[src/hdl/sdramPkg.sv]
`default_nettype none

package sdramPkg;

    // geometry of the 16-bit part
    localparam int ROW_BITS       = 13;
    localparam int COL_BITS       = 10;
    localparam int BANK_BITS      = 2;
    localparam int HOST_ADDR_BITS = 24;   // 32-bit word address on the host side

    // pin command encoding {csN, rasN, casN, weN}
    typedef enum logic [3:0] {
        CMD_NOP       = 4'b0111,
        CMD_ACTIVE    = 4'b0011,
        CMD_READ      = 4'b0101,
        CMD_WRITE     = 4'b0100,
        CMD_PRECHARGE = 4'b0010,
        CMD_REFRESH   = 4'b0001,
        CMD_LOADMODE  = 4'b0000
    } sdramCmd_t;

    // burst length 1, sequential, CAS latency 2, single-location write
    localparam logic [ROW_BITS-1:0] MODE_WORD = 13'h0220;

    typedef enum logic [3:0] {
        INIT_WAIT,
        INIT_PRE,
        INIT_REF,
        INIT_MODE,
        IDLE,
        ACTIVATE,
        RCD_WAIT,
        ACCESS,
        RP_WAIT,
        REFRESH_WAIT
    } ctrlState_t;

endpackage

`default_nettype wire

[src/hdl/sdramCmdIf.sv]
`timescale 1ns/100ps
`default_nettype none

interface sdramCmdIf
    import sdramPkg::*;
();

    sdramCmd_t            cmd;
    logic [ROW_BITS-1:0]  pinAddr;
    logic [BANK_BITS-1:0] bank;
    logic [1:0]           dqm;
    logic [15:0]          wrData;
    logic                 wrStrobe;    // WRITE this cycle, drive DQ on the pin cycle
    logic                 rdStrobe;    // READ this cycle, start the capture pipe
    logic [15:0]          rdData;
    logic                 rdDataValid;

    modport controller (
        output cmd, pinAddr, bank, dqm, wrData, wrStrobe, rdStrobe,
        input  rdData, rdDataValid
    );

    modport phy (
        input  cmd, pinAddr, bank, dqm, wrData, wrStrobe, rdStrobe,
        output rdData, rdDataValid
    );

endinterface

`default_nettype wire

[src/hdl/sdramHostIf.sv]
`timescale 1ns/100ps
`default_nettype none

interface sdramHostIf
    import sdramPkg::*;
();

    logic [HOST_ADDR_BITS:0] addr;        // 16-bit word address, bank/row/col
    logic [1:0]              byteEnableN;
    logic [15:0]             wrData;
    logic                    rd;
    logic                    wr;
    logic                    waitRequest;
    logic                    rdValid;     // one pulse per returned 16-bit word
    logic [15:0]             rdData;

    modport adapter (
        output addr, byteEnableN, wrData, rd, wr,
        input  waitRequest, rdValid, rdData
    );

    modport controller (
        input  addr, byteEnableN, wrData, rd, wr,
        output waitRequest, rdValid, rdData
    );

endinterface

`default_nettype wire

[src/hdl/sdramController.sv]
`timescale 1ns/100ps
`default_nettype none

module sdramController
    import sdramPkg::*;
#(
    parameter int initCycles      = 10000,
    parameter int refreshInterval = 780,
    parameter int tRcd            = 2,
    parameter int tRp             = 2,
    parameter int tRfc            = 7
) (
    input  logic              clk,
    input  logic              reset,
    sdramHostIf.controller    host,
    sdramCmdIf.controller     cmdOut,
    output logic              cke
);

    localparam int AP_BIT    = 10;   // auto-precharge select on READ/WRITE
    localparam int WAIT_A    = (initCycles > tRfc) ? initCycles : tRfc;
    localparam int WAIT_B    = (tRcd > tRp) ? tRcd : tRp;
    localparam int WAIT_MAX  = (WAIT_A > WAIT_B) ? WAIT_A : WAIT_B;
    localparam int WAIT_BITS = $clog2(WAIT_MAX + 1);
    localparam int REF_BITS  = $clog2(refreshInterval + 1);

    ctrlState_t           state;
    sdramCmd_t            cmdReg;
    logic [WAIT_BITS-1:0] waitCnt;
    logic [REF_BITS-1:0]  refCnt;     // reaches zero when a refresh is due
    logic                 initRefDone;
    logic                 accept;

    logic                 reqWrite;
    logic [BANK_BITS-1:0] reqBank;
    logic [ROW_BITS-1:0]  reqRow;
    logic [COL_BITS-1:0]  reqCol;
    logic [15:0]          reqData;
    logic [1:0]           reqDqm;

    // refresh wins over a waiting request
    assign accept           = (state == IDLE) && (refCnt != '0) && (host.rd || host.wr);
    assign host.waitRequest = !((state == IDLE) && (refCnt != '0));

    assign host.rdValid = cmdOut.rdDataValid;
    assign host.rdData  = cmdOut.rdData;

    assign cmdOut.cmd      = cmdReg;
    assign cmdOut.wrStrobe = (cmdReg == CMD_WRITE);
    assign cmdOut.rdStrobe = (cmdReg == CMD_READ);
    assign cmdOut.wrData   = reqData;
    assign cmdOut.dqm      = reqWrite ? reqDqm : 2'b00;

    always_comb begin
        cmdOut.pinAddr = reqRow;
        cmdOut.bank    = reqBank;
        case (state)
            INIT_WAIT, INIT_PRE, INIT_REF: begin
                cmdOut.pinAddr         = '0;
                cmdOut.pinAddr[AP_BIT] = 1'b1;   // precharge all banks
                cmdOut.bank            = '0;
            end
            INIT_MODE: begin
                cmdOut.pinAddr = MODE_WORD;
                cmdOut.bank    = '0;
            end
            ACCESS: begin
                cmdOut.pinAddr                 = '0;
                cmdOut.pinAddr[AP_BIT]         = 1'b1;
                cmdOut.pinAddr[COL_BITS-1:0]   = reqCol;
            end
            default: ;
        endcase
    end

    always_ff @(posedge clk or posedge reset) begin
        if (reset) begin
            state       <= INIT_WAIT;
            cmdReg      <= CMD_NOP;
            waitCnt     <= WAIT_BITS'(initCycles - 1);
            refCnt      <= REF_BITS'(refreshInterval - 1);
            initRefDone <= 1'b0;
            cke         <= 1'b0;
        end else begin
            cmdReg <= CMD_NOP;
            if (refCnt != '0) begin
                refCnt <= refCnt - 1'b1;
            end
            if (waitCnt != '0) begin
                waitCnt <= waitCnt - 1'b1;
            end
            case (state)
                INIT_WAIT: if (waitCnt == '0) begin
                    state   <= INIT_PRE;
                    cmdReg  <= CMD_PRECHARGE;
                    cke     <= 1'b1;
                    waitCnt <= WAIT_BITS'(tRp);
                end
                INIT_PRE: if (waitCnt == '0) begin
                    state   <= INIT_REF;
                    cmdReg  <= CMD_REFRESH;
                    waitCnt <= WAIT_BITS'(tRfc);
                end
                INIT_REF: if (waitCnt == '0) begin
                    if (!initRefDone) begin
                        cmdReg      <= CMD_REFRESH;   // second init refresh
                        waitCnt     <= WAIT_BITS'(tRfc);
                        initRefDone <= 1'b1;
                    end else begin
                        state   <= INIT_MODE;
                        cmdReg  <= CMD_LOADMODE;
                        waitCnt <= WAIT_BITS'(1);     // tMRD of two cycles
                    end
                end
                INIT_MODE: if (waitCnt == '0) begin
                    state  <= IDLE;
                    refCnt <= REF_BITS'(refreshInterval - 1);
                end
                IDLE: begin
                    if (refCnt == '0) begin
                        state   <= REFRESH_WAIT;
                        cmdReg  <= CMD_REFRESH;
                        waitCnt <= WAIT_BITS'(tRfc);
                        refCnt  <= REF_BITS'(refreshInterval - 1);
                    end else if (accept) begin
                        state  <= ACTIVATE;
                        cmdReg <= CMD_ACTIVE;
                    end
                end
                ACTIVATE: begin
                    state   <= RCD_WAIT;
                    waitCnt <= WAIT_BITS'(tRcd - 1);
                end
                RCD_WAIT: if (waitCnt == '0) begin
                    state  <= ACCESS;
                    cmdReg <= reqWrite ? CMD_WRITE : CMD_READ;
                end
                ACCESS: begin
                    state   <= RP_WAIT;
                    waitCnt <= WAIT_BITS'(tRp - 1);  // auto-precharge in progress
                end
                RP_WAIT, REFRESH_WAIT: if (waitCnt == '0) begin
                    state <= IDLE;
                end
                default: state <= IDLE;
            endcase
        end
    end

    // request payload taken on the accept edge
    always_ff @(posedge clk) begin
        if (accept) begin
            reqWrite <= host.wr;
            reqBank  <= host.addr[COL_BITS+ROW_BITS +: BANK_BITS];
            reqRow   <= host.addr[COL_BITS +: ROW_BITS];
            reqCol   <= host.addr[0 +: COL_BITS];
            reqData  <= host.wrData;
            reqDqm   <= host.byteEnableN;
        end
    end

    // the whole ACTIVE..precharge window stalls the next half
    accessStall: assert property (@(posedge clk) disable iff (reset)
        accept |=> host.waitRequest [* (tRcd + tRp + 2)])
        else $error("waitRequest dropped inside an access window");

    // second init refresh is the only command without a state change
    cmdAtEntry: assert property (@(posedge clk) disable iff (reset)
        cmdReg != CMD_NOP |-> (state != $past(state)) || $rose(initRefDone))
        else $error("command issued without a state entry, state %s", state.name());

endmodule

`default_nettype wire

[src/hdl/sdramPhy.sv]
`timescale 1ns/100ps
`default_nettype none

module sdramPhy
    import sdramPkg::*;
#(
    parameter int casLatency = 2
) (
    input  logic                 clk,
    input  logic                 reset,
    sdramCmdIf.phy               cmdIn,
    output logic [ROW_BITS-1:0]  sdramAddr,
    output logic [BANK_BITS-1:0] sdramBa,
    output logic [1:0]           sdramDqm,
    output logic                 sdramCasN,
    output logic                 sdramRasN,
    output logic                 sdramWeN,
    output logic                 sdramCsN,
    output logic [15:0]          dqOut,
    output logic                 dqOutEnable,
    input  logic [15:0]          dqIn
);

    logic [casLatency:0] rdShift;    // stage 0 lines up with READ on the pins
    logic [15:0]         rdCapture;

    assign cmdIn.rdData = rdCapture;

    always_ff @(posedge clk or posedge reset) begin
        if (reset) begin
            {sdramCsN, sdramRasN, sdramCasN, sdramWeN} <= CMD_NOP;
            dqOutEnable       <= 1'b0;
            rdShift           <= '0;
            cmdIn.rdDataValid <= 1'b0;
        end else begin
            {sdramCsN, sdramRasN, sdramCasN, sdramWeN} <= cmdIn.cmd;
            dqOutEnable       <= cmdIn.wrStrobe;   // same pin cycle as WRITE
            rdShift           <= {rdShift[casLatency-1:0], cmdIn.rdStrobe};
            cmdIn.rdDataValid <= rdShift[casLatency];
        end
    end

    always_ff @(posedge clk) begin
        sdramAddr <= cmdIn.pinAddr;
        sdramBa   <= cmdIn.bank;
        sdramDqm  <= cmdIn.dqm;
        dqOut     <= cmdIn.wrData;
        if (rdShift[casLatency]) begin
            rdCapture <= dqIn;   // data valid on DQ after CAS latency
        end
    end

    readReturn: assert property (@(posedge clk) disable iff (reset)
        {sdramCsN, sdramRasN, sdramCasN, sdramWeN} == CMD_READ
            |-> ##(casLatency + 1) cmdIn.rdDataValid)
        else $error("read data not returned at CAS latency + 1");

endmodule

`default_nettype wire

[src/hdl/sdramSubsystem.sv]
`timescale 1ns/100ps
`default_nettype none

module sdramSubsystem
    import sdramPkg::*;
#(
    parameter int casLatency      = 2,
    parameter int initCycles      = 10000,
    parameter int refreshInterval = 780,
    parameter int tRcd            = 2,
    parameter int tRp             = 2,
    parameter int tRfc            = 7
) (
    input  logic                      clk,
    input  logic                      reset,
    input  logic                      chipEnable,
    input  logic                      read,
    input  logic                      write,
    input  logic [3:0]                byteEnable,
    input  logic [HOST_ADDR_BITS-1:0] address,
    input  logic [31:0]               dataIn,
    output logic                      waitRequest,
    output logic                      readValid,
    output logic [31:0]               dataOut,
    output logic [ROW_BITS-1:0]       sdramAddr,
    output logic [BANK_BITS-1:0]      sdramBa,
    output logic                      sdramCasN,
    output logic                      sdramCke,
    output logic                      sdramCsN,
    output logic                      sdramRasN,
    output logic                      sdramWeN,
    output logic [1:0]                sdramDqm,
    output logic [15:0]               dqOut,
    output logic                      dqOutEnable,
    input  logic [15:0]               dqIn
);

    sdramHostIf hostBus ();
    sdramCmdIf  cmdBus ();

    sdramWidthAdapter u_widthAdapter (
        .clk, .reset, .chipEnable, .read, .write, .byteEnable, .address, .dataIn,
        .waitRequest, .readValid, .dataOut,
        .host (hostBus.adapter)
    );

    sdramController #(
        .initCycles (initCycles), .refreshInterval (refreshInterval),
        .tRcd (tRcd), .tRp (tRp), .tRfc (tRfc)
    ) u_controller (
        .clk, .reset,
        .host   (hostBus.controller),
        .cmdOut (cmdBus.controller),
        .cke    (sdramCke)
    );

    sdramPhy #(.casLatency (casLatency)) u_phy (
        .clk, .reset,
        .cmdIn (cmdBus.phy),
        .sdramAddr, .sdramBa, .sdramDqm, .sdramCasN, .sdramRasN, .sdramWeN, .sdramCsN,
        .dqOut, .dqOutEnable, .dqIn
    );

endmodule

`default_nettype wire

[src/hdl/sdramWidthAdapter.sv]
`timescale 1ns/100ps
`default_nettype none

module sdramWidthAdapter
    import sdramPkg::*;
(
    input  logic                      clk,
    input  logic                      reset,
    input  logic                      chipEnable,
    input  logic                      read,
    input  logic                      write,
    input  logic [3:0]                byteEnable,
    input  logic [HOST_ADDR_BITS-1:0] address,
    input  logic [31:0]               dataIn,
    output logic                      waitRequest,
    output logic                      readValid,
    output logic [31:0]               dataOut,
    sdramHostIf.adapter               host
);

    logic        active;
    logic        wordCount;    // 0 = upper half, 1 = lower half
    logic        readCount;
    logic [1:0]  byteEnMux;
    logic [15:0] dataInMux;
    logic [15:0] upperReg;

    assign active = chipEnable && (read || write);

    // host only sees the accept of the second half
    assign waitRequest = !wordCount || host.waitRequest;
    assign readValid   = readCount && host.rdValid;
    assign dataOut     = {upperReg, host.rdData};

    assign host.rd          = chipEnable && read;
    assign host.wr          = chipEnable && write;
    assign host.addr        = {address, wordCount};   // upper half at the even address
    assign host.byteEnableN = byteEnMux;
    assign host.wrData      = dataInMux;

    always_ff @(posedge clk or posedge reset) begin
        if (reset) begin
            wordCount <= 1'b0;
        end else if (active && !host.waitRequest) begin
            wordCount <= !wordCount;   // half accepted by the controller
        end
    end

    always_ff @(posedge clk or posedge reset) begin
        if (reset) begin
            readCount <= 1'b0;
        end else if (host.rdValid) begin
            readCount <= !readCount;
        end
    end

    // first returned word is the upper half
    always_ff @(posedge clk) begin
        if (!readCount && host.rdValid) begin
            upperReg <= host.rdData;
        end
    end

    always_comb begin
        if (wordCount) begin
            byteEnMux = ~byteEnable[1:0];
            dataInMux = dataIn[15:0];
        end else begin
            byteEnMux = ~byteEnable[3:2];
            dataInMux = dataIn[31:16];
        end
    end

    rdWrExclusive: assert property (@(posedge clk) disable iff (reset)
        chipEnable |-> !(read && write))
        else $error("host read and write high together");

    // a stalled request must not move under the adapter
    requestHeld: assert property (@(posedge clk) disable iff (reset)
        active && waitRequest |=> $stable({read, write, address, dataIn, byteEnable}))
        else $error("host request changed while waitRequest was high");

endmodule

`default_nettype wire

[config.mk]
export PLATFORM = sky130hd
export DESIGN_NAME = sdramSubsystem
export DESIGN_NICKNAME = d
export VERILOG_FILES = /design/src/hdl/sdramPkg.sv /design/src/hdl/sdramCmdIf.sv /design/src/hdl/sdramHostIf.sv /design/src/hdl/sdramController.sv /design/src/hdl/sdramPhy.sv /design/src/hdl/sdramSubsystem.sv /design/src/hdl/sdramWidthAdapter.sv
export SDC_FILE = /design/constraint.sdc
export NUM_CORES = 1
export LEC_CHECK = 0
export ABC_AREA = 1
export BUFFER_PORTS_ARGS = -buffer_cell sky130_fd_sc_hd__buf_2
export CORE_MARGIN = 2
export CORE_UTILIZATION = 49
export CTS_BUF_LIST = sky130_fd_sc_hd__clkbuf_4 sky130_fd_sc_hd__clkbuf_8
export CTS_CLUSTER_DIAMETER = 60
export DETAILED_ROUTE_END_ITERATION = 8
export PLACE_DENSITY_LB_ADDON = 0.08
export SLEW_MARGIN = 20
export SYNTH_ARGS = -nofsm -noshare
export SYNTH_HDL_FRONTEND = slang
export SYNTH_SLANG_ARGS = --single-unit
[constraint.sdc]
create_clock -name clk -period 2.28 [get_ports clk]
set_clock_uncertainty 0.05 [all_clocks]
set_input_delay 0.456 -clock clk [delete_from_list [all_inputs] [get_ports clk]]
set_output_delay 0.456 -clock clk [all_outputs]
set_load 0.01 [all_outputs]
==> flow_metrics.env <==
export IMPL_ioPinCount=154
export IMPL_regArea_sq_um=4040
export IMPL_synth_edf_count=76
export IMPL_grt_max_degree=44
export IMPL_clkSlewWorstSetupHoldPaths_ns=0.08
export IMPL_die_w_um=114
export IMPL_avgSynthCellArea_sq_um=11.7
export IMPL_ys_flop_type="edfxtp_1"
export IMPL_comb_power_share_pct=36.7
export IMPL_multiInputGateArea_sq_um=1640
export IMPL_gp_congestion=0.937
export IMPL_synth_area_top_cells="edfxtp_1 (39%), dfxtp_1 (11%), dfrtp_1 (10%)"
export IMPL_syn2layout_area_growth_pct=25.0
export IMPL_n_antenna_cell=0
export IMPL_synth_commonest_cells="nand2_1 (109), edfxtp_1 (76), nand3_1 (46), nor2_1 (46), inv_1 (44)"
export IMPL_p_per_area_nw_per_um2=1340
export IMPL_timing_rr_start="u_controller.refCnt[0]$_DFF_PP1_"
export IMPL_drc=0
export IMPL_numCtsBuffers=17
export IMPL_n_fill_cell=992
export IMPL_grt_pass1_wl_um=18900
export IMPL_finalSetupViolCount=0
export IMPL_synth_area_sq_um=5900
export IMPL_timing_final_ws_setup_ns=0.0656
export IMPL_leakagePower_nw=3.47
export IMPL_ys_warn_count=0
export IMPL_arrival_ns=1.71
export IMPL_grt_util_met2_pct=30.5
export IMPL_met1_usage_pct=23.9
export IMPL_fmax_ghz=0.452
export IMPL_clk_latency_ns=0.44
export IMPL_rsz0062_at_grt="yes"
export IMPL_hold_violations=0
export IMPL_grt_pass1_vias=3951
export IMPL_core_area_sq_um=11900
export IMPL_syn_instance_count=506
export IMPL_top_usage_layer="met2"
export IMPL_min_path_type="primary input to asynchronous set/reset pin"
export IMPL_worstSetupEndpointType="primary output"
export IMPL_critPathLaunch="u_controller.refCnt[0]$_DFF_PP1_"
export IMPL_synth_top_area_share_pct=38.7
export IMPL_rows=40
export IMPL_viasPerCell=4.93
export IMPL_status="finished clean"
export IMPL_hold_slack_ns=0.0874
export IMPL_critPathKind="flip-flop to primary output"
export IMPL_antenna_found_initial=0
export IMPL_synth_nets=593
export IMPL_drt_iter0_drc=258
export IMPL_synth_distinct_cells=40
export IMPL_cap_violations=0
export IMPL_synth_top_cell_by_area="edfxtp_1"
export IMPL_worstRegToRegCells=9
export IMPL_seqPwrFrac_pct=42.3
export IMPL_wl_per_cell_um=14.1
export IMPL_grt_overflow=0
export IMPL_drt_first_pass_iters=4
export IMPL_crit_end="waitRequest"
export IMPL_clockRootBuffer="clkbuf_8"
export IMPL_r2r_slack_ns=0.19
export IMPL_port_buffer_count=152
export IMPL_wl_um=11900
export IMPL_finalCritPeriodShare_pct=97.1
export IMPL_sw_frac_of_total_pct=36.2
export IMPL_die_h_um=114
export IMPL_crit_fanout=2
export IMPL_postRouteAntennaNets=0
export IMPL_worstMarginPinSlew_ns=0.657
export IMPL_routed_via_count=4162
export IMPL_maxSlewViolCount=0
export IMPL_die_area_sq_um=12900
export IMPL_r2r_end="u_controller.reqRow[4]$_DFFE_PP_"
export IMPL_worstPathRequired_ns=1.77
export IMPL_start_util_pct=49.7
export IMPL_clockBufferDepth=2
export IMPL_synthMostInstantiatedCell="nand2_1"
export IMPL_post_place_ws_ns=0.183
export IMPL_fin_crit_ns=2.21
export IMPL_relSlewSlack_pct=56.2
export IMPL_switchingPower_mw=3.57
export IMPL_clockPowerShare_pct=21.0
export IMPL_synth_seq_area_share_pct=68.5
export IMPL_drive_above_1_share_pct=38.8
export IMPL_dp_hpwl_um=8630
export IMPL_synth_ff_latch_count=152
export IMPL_ir_drop_mv=0.738
export IMPL_grt_usage_pct=19.3
export IMPL_async_reset_ff_share_pct=28.3
export IMPL_gr_usage_met3_pct=7.17
export IMPL_cts_sinks=152
export IMPL_startpoint_type="flip-flop"
export IMPL_layout_nets=772
export IMPL_cts_tree="yes"
export IMPL_htree_levels=4
export IMPL_p_int_mw=6.29
==> how the worst min path moves through the flow <==
| stage | cells after the start | slack, ns | startpoint | to |
|---|---|---|---|---|
| 3_3_place_gp | 0 | 0.27 | u_controller.cmdOut.wrData[1]$_DFFE_PP_ | u_phy.dqOut[1]$_DFF_P_ |
| 2_1_floorplan | 0 | 0.27 | u_controller.cmdOut.wrData[0]$_DFFE_PP_ | u_phy.dqOut[0]$_DFF_P_ |
| 5_1_grt | 1 | 0.09 | address[0] | u_controller.reqCol[1]$_DFFE_PP_ |
| 4_1_cts | 3 | 0.08 | reset | u_phy.rdShift[2]$_DFF_PP0_ |
| 3_5_place_dp | 0 | 0.28 | u_controller.cmdOut.wrData[6]$_DFFE_PP_ | u_phy.dqOut[6]$_DFF_P_ |
| 6_report | 3 | 0.09 | reset | u_controller.cke$_DFFE_PP0P_ |
==> critical path, cell delays in order, from the launching register on <==
cell and delay [ns]:
dfstp_2 0.54, inv_2 0.05, ha_4 0.17, nand2_4 0.07
nor2_2 0.04, nand2_2 0.10, nand2_4 0.06, inv_2 0.05
nand2_1 0.04, buf_2 0.15
==> power by group through the flow <==
stage               logic, mW  clock network [mW]  registers (mW)
CTS                      3.58                2.14            4.18
finish                   3.61                2.07            4.17
global route             4.08                2.24            4.26
floorplan                2.34                   0            4.32
global placement         3.45                   0            4.20
detailed placement       3.49                   0            4.22
==> placed cells by master, fill, tap and decap left out, types with 16 or more instances in the layout <==
cell / count
buf_2: 152
nand2_1: 107
edfxtp_1: 76
nand3_1: 46
nor2_1: 45
inv_1: 41
dfxtp_1: 33
dfrtp_1: 23
dfstp_2: 19
clkbuf_8: 17
mux2_2: 16
==> cells by family (layout without fill, tap and decap cells) <==
| family | count (synthesis) | in the layout | synth area share, % |
|---|---|---|---|
| xor gates and xnor gates | 8 | 8 | 1.19 |
| and+or+nand+nor | 238 | 238 | 18.9 |
| DFF | 152 | 152 | 68.5 |
| other | 1 | 1 | 0.0636 |
| muxes | 18 | 18 | 3.39 |
| buffers and inverters | 58 | 250 | 4.09 |
| AOI/OAI and AO/OA | 25 | 25 | 2.61 |
| adders and majority gates | 6 | 6 | 1.27 |
==> repair_timing <==
action,in CTS,in global routing
resized for setup,5,4
endpoints found under the setup margin,1,1
endpoints found under the hold margin,0,0
pin swaps,3,3
hold buffers,0,0
setup buffers,4,3
==> metrics by stage <==
step                      std cells  TNS (ns)  util [%]  cell area [sq um]  total power, mW
after floorplan                 506         0         -               5900             6.65
after global placement          806         0      58.1               6890             7.65
after detailed placement        806         0      58.1               6890             7.71
after CTS                       842         0      61.9               7340             9.89
after global routing            845   -0.0350      62.2               7370             10.6
final                           845         0      62.2               7370             9.85
==> cell type report <==
type	instances	share of cell area, %
multi-input cells	296	22.3
flip-flops and latches	152	54.8
clock buffers	19	3.38
well taps	147	2.49
repair buffers	169	12.4
clock inverters	13	2.12
inverters	49	2.51
==> flip-flops by register name (all words and copies together) (netlist names), 4 cells and up <==
name                        flops
u_controller.cmdOut.wrData     16
u_controller.refCnt            10
u_controller.reqCol            10
u_controller.reqRow            13
u_controller.state              4
u_controller.waitCnt           14
u_phy.cmdIn.rdData             16
u_phy.dqOut                    16
u_phy.sdramAddr                13
u_widthAdapter.upperReg        16
==> per-layer routing <==
layer	up-vias	routed length [um]	share of wire [%]
met2	149	5650	47
met3	20	993	8.3
met4	0	236	2.0
met5	-	0	0
met1	1948	5020	42
li1	2045	-	-
Note: power is estimated with default switching activity, not from simulation.
